===== config.mk =====
export PLATFORM = sky130hd
export DESIGN_NAME = fractal_sync_remote_rf
export DESIGN_NICKNAME = d
export VERILOG_FILES = /design/src/verilog/fractal_sync_pkg.sv /design/src/verilog/fractal_sync_sig_gen.sv /design/src/verilog/fractal_sync_collision_arb.sv /design/src/verilog/fractal_sync_dm_rf.sv /design/src/verilog/fractal_sync_remote_rf.sv
export VERILOG_INCLUDE_DIRS = /design/src /design/src/verilog
export SDC_FILE = /design/constraint.sdc
export NUM_CORES = 1
export LEC_CHECK = 0
export ABC_AREA = 1
export BUFFER_PORTS_ARGS = -buffer_cell sky130_fd_sc_hd__buf_2
export CAP_MARGIN = 40
export CORE_MARGIN = 2
export CORE_UTILIZATION = 25
export DETAILED_ROUTE_END_ITERATION = 12
export HOLD_SLACK_MARGIN = 0.15
export MAX_ROUTING_LAYER = met4
export PLACE_DENSITY_LB_ADDON = 0.15
export SLEW_MARGIN = 20
export SYNTH_ARGS = -nofsm -noshare
export SYNTH_HDL_FRONTEND = slang
export SYNTH_SLANG_ARGS = --single-unit

===== constraint.sdc =====
create_clock -name clk_i -period 4.93 [get_ports clk_i]
set_clock_uncertainty 0.1 [all_clocks]
set_input_delay 0.986 -clock clk_i [delete_from_list [all_inputs] [get_ports clk_i]]
set_output_delay 0.986 -clock clk_i [all_outputs]
set_load 0.03 [all_outputs]

===== src/verilog/fractal_sync_defs.svh =====
`ifndef FRACTAL_SYNC_DEFS_SVH
`define FRACTAL_SYNC_DEFS_SVH

// Request ports on one remote register file
`define FS_N_PORTS 4

// Level encoding where value 0 stands for level 1
`define FS_LEVEL_WIDTH 2

// Barrier id and its local part without the lowest bit
`define FS_ID_WIDTH       3
`define FS_LOCAL_ID_WIDTH 2
`define FS_N_LOCAL_IDS    4

// Back-routing source/destination mask
`define FS_SD_WIDTH 2
`define FS_SD_BOTH  {`FS_SD_WIDTH{1'b1}}

// Directly mapped store geometry
`define FS_N_DM_REGS 10
`define FS_SIG_WIDTH 4
`define FS_MAX_SIG   9

// Unchecked base plus local id needs one more bit
`define FS_RAW_SIG_WIDTH 5

`endif


===== src/verilog/fractal_sync_pkg.sv =====
`include "fractal_sync_defs.svh"

package fractal_sync_pkg;

  // Request fields
  typedef logic [`FS_LEVEL_WIDTH-1:0]    level_t;     // Synchronization level
  typedef logic [`FS_ID_WIDTH-1:0]       id_t;        // Full barrier id
  typedef logic [`FS_LOCAL_ID_WIDTH-1:0] local_id_t;  // Id without lowest bit

  // Back-routing mask
  typedef logic [`FS_SD_WIDTH-1:0] sd_t;

  // Register index into the store
  typedef logic [`FS_SIG_WIDTH-1:0] sig_t;

  // Level base plus local id before range check
  typedef logic [`FS_RAW_SIG_WIDTH-1:0] raw_sig_t;

endpackage


===== src/verilog/fractal_sync_sig_gen.sv =====
`timescale 1ns/100ps
`include "fractal_sync_defs.svh"

module fractal_sync_sig_gen (
  input  fractal_sync_pkg::level_t    level_i,      // Level of the request
  input  fractal_sync_pkg::id_t       id_i,         // Barrier id
  input  logic                        check_i,      // Check strobe
  input  logic                        set_i,        // Set strobe
  output fractal_sync_pkg::local_id_t local_id_o,   // Id used for collision search
  output fractal_sync_pkg::sig_t      sig_o,        // Register index
  output logic                        sig_valid_o,  // Index inside level range
  output logic                        sig_err_o     // Bad index on a live request
);

  localparam int unsigned n_lvl_bases = 2**`FS_LEVEL_WIDTH + 1;  // Extra slot for sentinel

  // First register of each level, last entry closes level 4
  localparam fractal_sync_pkg::raw_sig_t lvl_base [n_lvl_bases] = '{
    5'd0,   // Level 1
    5'd1,   // Level 2
    5'd2,   // Level 3
    5'd6,   // Level 4
    5'd10   // Sentinel
  };

  logic [`FS_LEVEL_WIDTH:0]   next_lvl;  // Lookup slot of the level above
  fractal_sync_pkg::raw_sig_t lvl_lo;    // Base of own level
  fractal_sync_pkg::raw_sig_t lvl_hi;    // Base of next level
  fractal_sync_pkg::raw_sig_t raw_sig;   // Unchecked signature

  assign local_id_o = id_i[`FS_ID_WIDTH-1:1];  // Drop the lowest id bit

  assign next_lvl = {1'b0, level_i} + 1'b1;  // Never wraps, one bit wider
  assign lvl_lo   = lvl_base[level_i];
  assign lvl_hi   = lvl_base[next_lvl];

  assign raw_sig = lvl_lo + fractal_sync_pkg::raw_sig_t'(local_id_o);
  assign sig_o   = raw_sig[`FS_SIG_WIDTH-1:0];  // Upper bit is zero when valid

  // In range of the store and not spilling into the next level
  assign sig_valid_o = (raw_sig <= fractal_sync_pkg::raw_sig_t'(`FS_MAX_SIG)) &&
                       (raw_sig < lvl_hi);

  // Only flagged while a strobe is up
  assign sig_err_o = ~sig_valid_o & (check_i | set_i);

endmodule


===== src/verilog/fractal_sync_collision_arb.sv =====
`timescale 1ns/100ps
`include "fractal_sync_defs.svh"

module fractal_sync_collision_arb (
  input  fractal_sync_pkg::local_id_t local_id_i [`FS_N_PORTS],  // Local id per port
  input  fractal_sync_pkg::sd_t       sd_i       [`FS_N_PORTS],  // Incoming back-routing
  input  logic                        check_i    [`FS_N_PORTS],  // Raw check strobes
  input  logic                        set_i      [`FS_N_PORTS],  // Raw set strobes
  output logic                        bypass_o   [`FS_N_PORTS],  // First of a clash
  output logic                        ignore_o   [`FS_N_PORTS],  // Later ones of a clash
  output logic                        check_rf_o [`FS_N_PORTS],  // Check towards store
  output logic                        set_rf_o   [`FS_N_PORTS],  // Set towards store
  output fractal_sync_pkg::sd_t       sd_rf_o    [`FS_N_PORTS]   // Back-routing to store
);

  logic                   pending   [`FS_N_PORTS];     // Any strobe on port
  logic [`FS_N_PORTS-1:0] id_hit    [`FS_N_LOCAL_IDS]; // Pending ports per local id
  logic [`FS_N_PORTS-1:0] id_first  [`FS_N_LOCAL_IDS]; // Lowest pending port
  logic [`FS_N_PORTS-1:0] id_ignore [`FS_N_LOCAL_IDS]; // All pending ports after it
  logic                   id_clash  [`FS_N_LOCAL_IDS]; // More than one port on id

  for (genvar p = 0; p < `FS_N_PORTS; p++) begin : gen_pending
    assign pending[p] = check_i[p] | set_i[p];
  end

  // Per local id view across all ports
  for (genvar l = 0; l < `FS_N_LOCAL_IDS; l++) begin : gen_local_id
    for (genvar p = 0; p < `FS_N_PORTS; p++) begin : gen_hit
      assign id_hit[l][p] = pending[p] &&
                            (local_id_i[p] == fractal_sync_pkg::local_id_t'(l));
    end

    // Two's complement trick keeps only the lowest set bit
    assign id_first[l]  = id_hit[l] & (~id_hit[l] + 1'b1);
    assign id_ignore[l] = id_hit[l] & ~id_first[l];
    assign id_clash[l]  = |id_ignore[l];  // Someone lost the race
  end

  // Fold the per id results back onto each port
  for (genvar p = 0; p < `FS_N_PORTS; p++) begin : gen_port
    always_comb begin
      bypass_o[p] = 1'b0;
      ignore_o[p] = 1'b0;
      for (int l = 0; l < `FS_N_LOCAL_IDS; l++) begin
        bypass_o[p] |= id_first[l][p] & id_clash[l];  // Lone request is no bypass
        ignore_o[p] |= id_ignore[l][p];
      end
    end

    // Clashing requests route back to both sides
    assign sd_rf_o[p] = (bypass_o[p] | ignore_o[p]) ? `FS_SD_BOTH : sd_i[p];

    // Bypassed check is answered locally, ignored port reaches nothing
    assign check_rf_o[p] = check_i[p] & ~(bypass_o[p] | ignore_o[p]);
    assign set_rf_o[p]   = set_i[p] & ~ignore_o[p];  // Bypassed set still lands
  end

endmodule


===== src/verilog/fractal_sync_dm_rf.sv =====
`timescale 1ns/100ps
`include "fractal_sync_defs.svh"

module fractal_sync_dm_rf (
  input  logic                   clk_i,
  input  logic                   arst_n_i,

  input  logic                   check_i     [`FS_N_PORTS],  // Look up and consume
  input  logic                   set_i       [`FS_N_PORTS],  // Arrive at barrier
  input  logic                   idx_valid_i [`FS_N_PORTS],  // Index usable
  input  fractal_sync_pkg::sig_t idx_i       [`FS_N_PORTS],  // Register index
  input  fractal_sync_pkg::sd_t  sd_i        [`FS_N_PORTS],  // Mask to store
  output logic                   present_o   [`FS_N_PORTS],  // Entry was held last cycle
  output fractal_sync_pkg::sd_t  sd_o        [`FS_N_PORTS]   // Stored mask of that entry
);

  // Pending barrier arrivals
  logic                  entry_valid [`FS_N_DM_REGS];
  fractal_sync_pkg::sd_t entry_sd    [`FS_N_DM_REGS];

  logic req   [`FS_N_PORTS];  // Live request with good index
  logic hit   [`FS_N_PORTS];  // Request found a held entry
  logic store [`FS_N_PORTS];  // Set into an empty entry

  // Same signature never shows up twice after collision filtering
  for (genvar p = 0; p < `FS_N_PORTS; p++) begin : gen_port_dec
    assign req[p]   = idx_valid_i[p] & (check_i[p] | set_i[p]);
    assign hit[p]   = req[p] & entry_valid[idx_i[p]];  // Index read only matters with req
    assign store[p] = req[p] & set_i[p] & ~hit[p];     // Set wins over check
  end

  // Entry occupancy
  always_ff @(posedge clk_i or negedge arst_n_i) begin
    if (!arst_n_i) begin
      for (int e = 0; e < `FS_N_DM_REGS; e++) begin
        entry_valid[e] <= 1'b0;  // Start empty
      end
    end else begin
      for (int p = 0; p < `FS_N_PORTS; p++) begin
        if (hit[p]) begin
          entry_valid[idx_i[p]] <= 1'b0;  // Barrier met, free it
        end else if (store[p]) begin
          entry_valid[idx_i[p]] <= 1'b1;  // First arrival waits here
        end
      end
    end
  end

  // Back-routing masks of waiting arrivals
  always_ff @(posedge clk_i) begin
    for (int p = 0; p < `FS_N_PORTS; p++) begin
      if (store[p]) begin
        entry_sd[idx_i[p]] <= sd_i[p];
      end
    end
  end

  // One cycle response per port
  always_ff @(posedge clk_i or negedge arst_n_i) begin
    if (!arst_n_i) begin
      for (int p = 0; p < `FS_N_PORTS; p++) begin
        present_o[p] <= 1'b0;
        sd_o[p]      <= '0;
      end
    end else begin
      for (int p = 0; p < `FS_N_PORTS; p++) begin
        present_o[p] <= hit[p];
        sd_o[p]      <= hit[p] ? entry_sd[idx_i[p]] : '0;  // Zero when nothing found
      end
    end
  end

endmodule


===== src/verilog/fractal_sync_remote_rf.sv =====
`timescale 1ns/100ps
`include "fractal_sync_defs.svh"

module fractal_sync_remote_rf (
  input  logic                     clk_i,
  input  logic                     arst_n_i,

  input  fractal_sync_pkg::level_t level_i   [`FS_N_PORTS],  // Level per port
  input  fractal_sync_pkg::id_t    id_i      [`FS_N_PORTS],  // Barrier id per port
  input  fractal_sync_pkg::sd_t    sd_i      [`FS_N_PORTS],  // Back-routing per port
  input  logic                     check_i   [`FS_N_PORTS],  // Check strobes
  input  logic                     set_i     [`FS_N_PORTS],  // Set strobes
  output logic                     present_o [`FS_N_PORTS],  // Registered hit
  output fractal_sync_pkg::sd_t    sd_o      [`FS_N_PORTS],  // Registered stored mask
  output logic                     sig_err_o [`FS_N_PORTS],  // Same cycle bad signature
  output logic                     bypass_o  [`FS_N_PORTS],  // Same cycle clash winner
  output logic                     ignore_o  [`FS_N_PORTS]   // Same cycle clash loser
);

  // Signature generator results
  fractal_sync_pkg::local_id_t local_id  [`FS_N_PORTS];
  fractal_sync_pkg::sig_t      sig       [`FS_N_PORTS];
  logic                        sig_valid [`FS_N_PORTS];

  // Filtered requests into the store
  logic                  check_rf [`FS_N_PORTS];
  logic                  set_rf   [`FS_N_PORTS];
  fractal_sync_pkg::sd_t sd_rf    [`FS_N_PORTS];

  // One signature generator per port
  for (genvar p = 0; p < `FS_N_PORTS; p++) begin : gen_sig
    fractal_sync_sig_gen i_sig_gen (
      .level_i     ( level_i[p]   ),
      .id_i        ( id_i[p]      ),
      .check_i     ( check_i[p]   ),
      .set_i       ( set_i[p]     ),
      .local_id_o  ( local_id[p]  ),
      .sig_o       ( sig[p]       ),
      .sig_valid_o ( sig_valid[p] ),
      .sig_err_o   ( sig_err_o[p] )
    );
  end

  // Same barrier hits across ports in one cycle
  fractal_sync_collision_arb i_collision_arb (
    .local_id_i ( local_id ),
    .sd_i       ( sd_i     ),
    .check_i    ( check_i  ),
    .set_i      ( set_i    ),
    .bypass_o   ( bypass_o ),
    .ignore_o   ( ignore_o ),
    .check_rf_o ( check_rf ),
    .set_rf_o   ( set_rf   ),
    .sd_rf_o    ( sd_rf    )
  );

  // Directly mapped store indexed by signature
  fractal_sync_dm_rf i_dm_rf (
    .clk_i       ( clk_i     ),
    .arst_n_i    ( arst_n_i  ),
    .check_i     ( check_rf  ),
    .set_i       ( set_rf    ),
    .idx_valid_i ( sig_valid ),
    .idx_i       ( sig       ),
    .sd_i        ( sd_rf     ),
    .present_o   ( present_o ),
    .sd_o        ( sd_o      )
  );

endmodule


==> impl_results.md <==
- Run status: completed
- Relative slew slack: 0.504
- Worst reg2reg path startpoint: i_dm_rf.entry_valid[8]
- PnR worst setup slack: about 480 ps
- P per Cell Area: about 320 nW/um^2
- Critical path arrival: roughly 3400 ps
- Vias per cell: a little over 5
- Max-cap violation count: 0
- Maximum vdd drop: between 0.15 and 0.2 mV
- Yosys top cell by area: nand2_1
- Port Buffers: 55
- Root buf cell: clkbuf_16
- Die ar.: about 22000 sq um
- Post-synth ARST share: 0.524
- DP Worst Slack: 381 ps
- CTS tree: yes
- Area Overhead vs Synth: 16.5%
- ANT nets after route: 0
- # clock sinks: 42
- Sw frac: 0.492
- Layout fillers: 2354
- DRT Wirelength: between 20000 and 25000 um
- Clk_lat worst skew: between 300 and 400 ps
- Gr usage total: 0.208
- Crit Path Class: in2out
- GPL Wtd Cong: between 0.9 and 1
- Row count: 52
- Core area: 20400 sq um
- Final min period: about 4500 ps
- Die Wd: approximately 150 um
- Die height: about 150 um
- Internal power: just under 1000 uW
- First-pass GRT wire length: approximately 33000 um
- Leakage: between 0.002 and 0.003 uW
- GRT overflow: 0
- Yosys warning total: 0
- Sequential share of power: 0.271
- DR vias: slightly above 6000
- Setup Buffers After CTS: 0
- Synth Area per Inst: around 6.0 sq um
- Nets: ~1000
- Max Fanout on Critical Path: 6
- Most common cell in the netlist: nand2_1
- Residual DRC count: 0
- Top cell type's share of synthesized area: 0.168
- Total I/O pin count: 62
- # diodes: 0
- Finish-stage setup viols: 0
- Synth top area cells: nand2_1, edfxtp_1, dfrtp_1
- Post-Syn Area: 5240 sq um
- First drt pass iteration count: 5
- Synth top cells by count: nand2_1, nor2_1, inv_1
- Slew @ Worst Pin: about 740 ps
- Initial DRC count: 500
- Layout cell share with drive strength beyond 1: 0.145
- Vias in the first global route: 5668
- Sequential area share after synthesis: 0.220
- Largest net degree at the start of global routing: 23
- Critical path launch point: level_i[5]
- Number of synthesized register bits: 42
- Worst Path Required: roughly 3800 ps
- RSZ-0062 raised after global routing: false
- HPWL after detailed placement: between 15000 and 20000 um
- PostCTS Resize Cnt: 0
- Clock power share: 0.214
- Mapped Cells: about 870
- Reg clk slew, reported paths: roughly 80 ps
- Initial antenna violation count: 0
- Routed wire length per instance: ~19 um
- Crit. End Element: primary output
- Deepest level of the CTS H-tree: 2
- Clock tree buffer depth: 2
- Hold Buf Count CTS: 0
- Post-synth EDFFs: 20
- Num CTS Buffers: 5
- P_sw: between 900 and 1000 uW
- Max-slew violations: 0
- Startpoint Class: primary input
- Fin. Hold Viols: 0
- Top FF cell, synth: dfrtp_1
- Gate power share: 0.516
- Initial core utilization: 0.257
- Synth cell types: 46
- Achievable frequency: 0.225 GHz
- Fin crit share: 0.903
- Final TNS setup: 0 ps
- Type of the worst min-delay path: in2async
## cell families (layout without fill, tap and decap cells)
kind of cell	count (synthesis)	after routing	share of synthesized area
AOI/OAI and AO/OA	176	176	0.203
buffers and inverters	144	212	0.110
xor gates and xnor gates	3	3	0.00645
other	1	2	0.000715
DFF	42	42	0.220
adders and majority gates	24	24	0.0630
and+or+nand+nor	477	477	0.397
## state kept, by name, indices dropped and copies added, names as in the netlist
register,count
i_dm_rf.sd_o,8
i_dm_rf.entry_sd,20
i_dm_rf.present_o,4
i_dm_rf.entry_valid,10
## path summary, 6_finish.rpt
path | to | slack [ps] | cells past startpoint
max in group asynchronous | i_dm_rf.present_o[0] | 3730 | 1
worst max-delay path | sig_err_o[2] | 480 | 15
worst max register to register | i_dm_rf.entry_valid[1] | 2350 | 12
worst min register to register | i_dm_rf.sd_o[5] | 740 | 4
min in group clk_i | i_dm_rf.sd_o[5] | 740 | 4
worst min-delay path | i_dm_rf.present_o[3] | 580 | 1
## layout make-up
type                       instances  area, sq um  area share
timing repair buffer              76          445      0.0730
clock buffer                       5          125      0.0205
sequential                        42         1150       0.189
tap                              270          338      0.0553
inverter                         128          480      0.0787
multi-input combinational        682         3520       0.576
clock inverter                     3         48.8     0.00799
## metrics by stage
step	instances	total power, uW	hold slack, ps	utilization	instance area [sq um]
finish	1206	1960	579	0.299	6100
global route	1206	2070	643	0.299	6100
CTS	1206	1950	618	0.299	6100
detailed placement	1198	1530	700	0.290	5930
global placement	1197	1530	713	0.290	5920
floorplan	868	1160	535	-	5250
## power groups by stage
stage / Sequential [uW] / Combinational, uW / Clock [uW]
floorplan: 540 / 620 / 0
global route: 535 / 1110 / 433
global placement: 535 / 997 / 0
detailed placement: 535 / 996 / 0
CTS: 527 / 1000 / 423
finish: 530 / 1010 / 418
## cells in the final DEF (no fill, tap or decap), types with 5 or more instances in the layout
cell type / n
a211oi_1: 5
a21oi_1: 27
a31oi_1: 5
buf_2: 55
buf_4: 20
clkbuf_16: 5
clkinv_1: 6
dfrtp_1: 22
edfxtp_1: 20
ha_1: 20
inv_1: 105
inv_2: 17
nand2_1: 235
nand2_2: 5
nand3_1: 46
nand3_2: 7
nand4_1: 19
nor2_1: 129
nor2_2: 6
nor2_4: 7
nor3_1: 15
o2111ai_1: 9
o211ai_1: 20
o21ai_0: 50
o21ai_1: 9
o22ai_1: 40
## critical path, cell delays in order
cell and delay [ps]:
buf_2 130, nor2_1 110, ha_1 170, inv_1 50, fa_1 460, xnor2_1 260
inv_1 120, ha_1 320, nand2_1 70, inv_1 30, o21ai_0 130, nand3b_1 100
nor2_1 180, a21oi_1 60, buf_2 180
## per-layer routing
| layer | global-route usage | wire [um] |
|---|---|---|
| met1 | 0.267 | 10100 |
| met2 | 0.334 | 10300 |
| met3 | 0.0315 | 1290 |
| met4 | 0.0757 | 782 |
| met5 | - | 0 |
(Power assumes the default switching activity.)
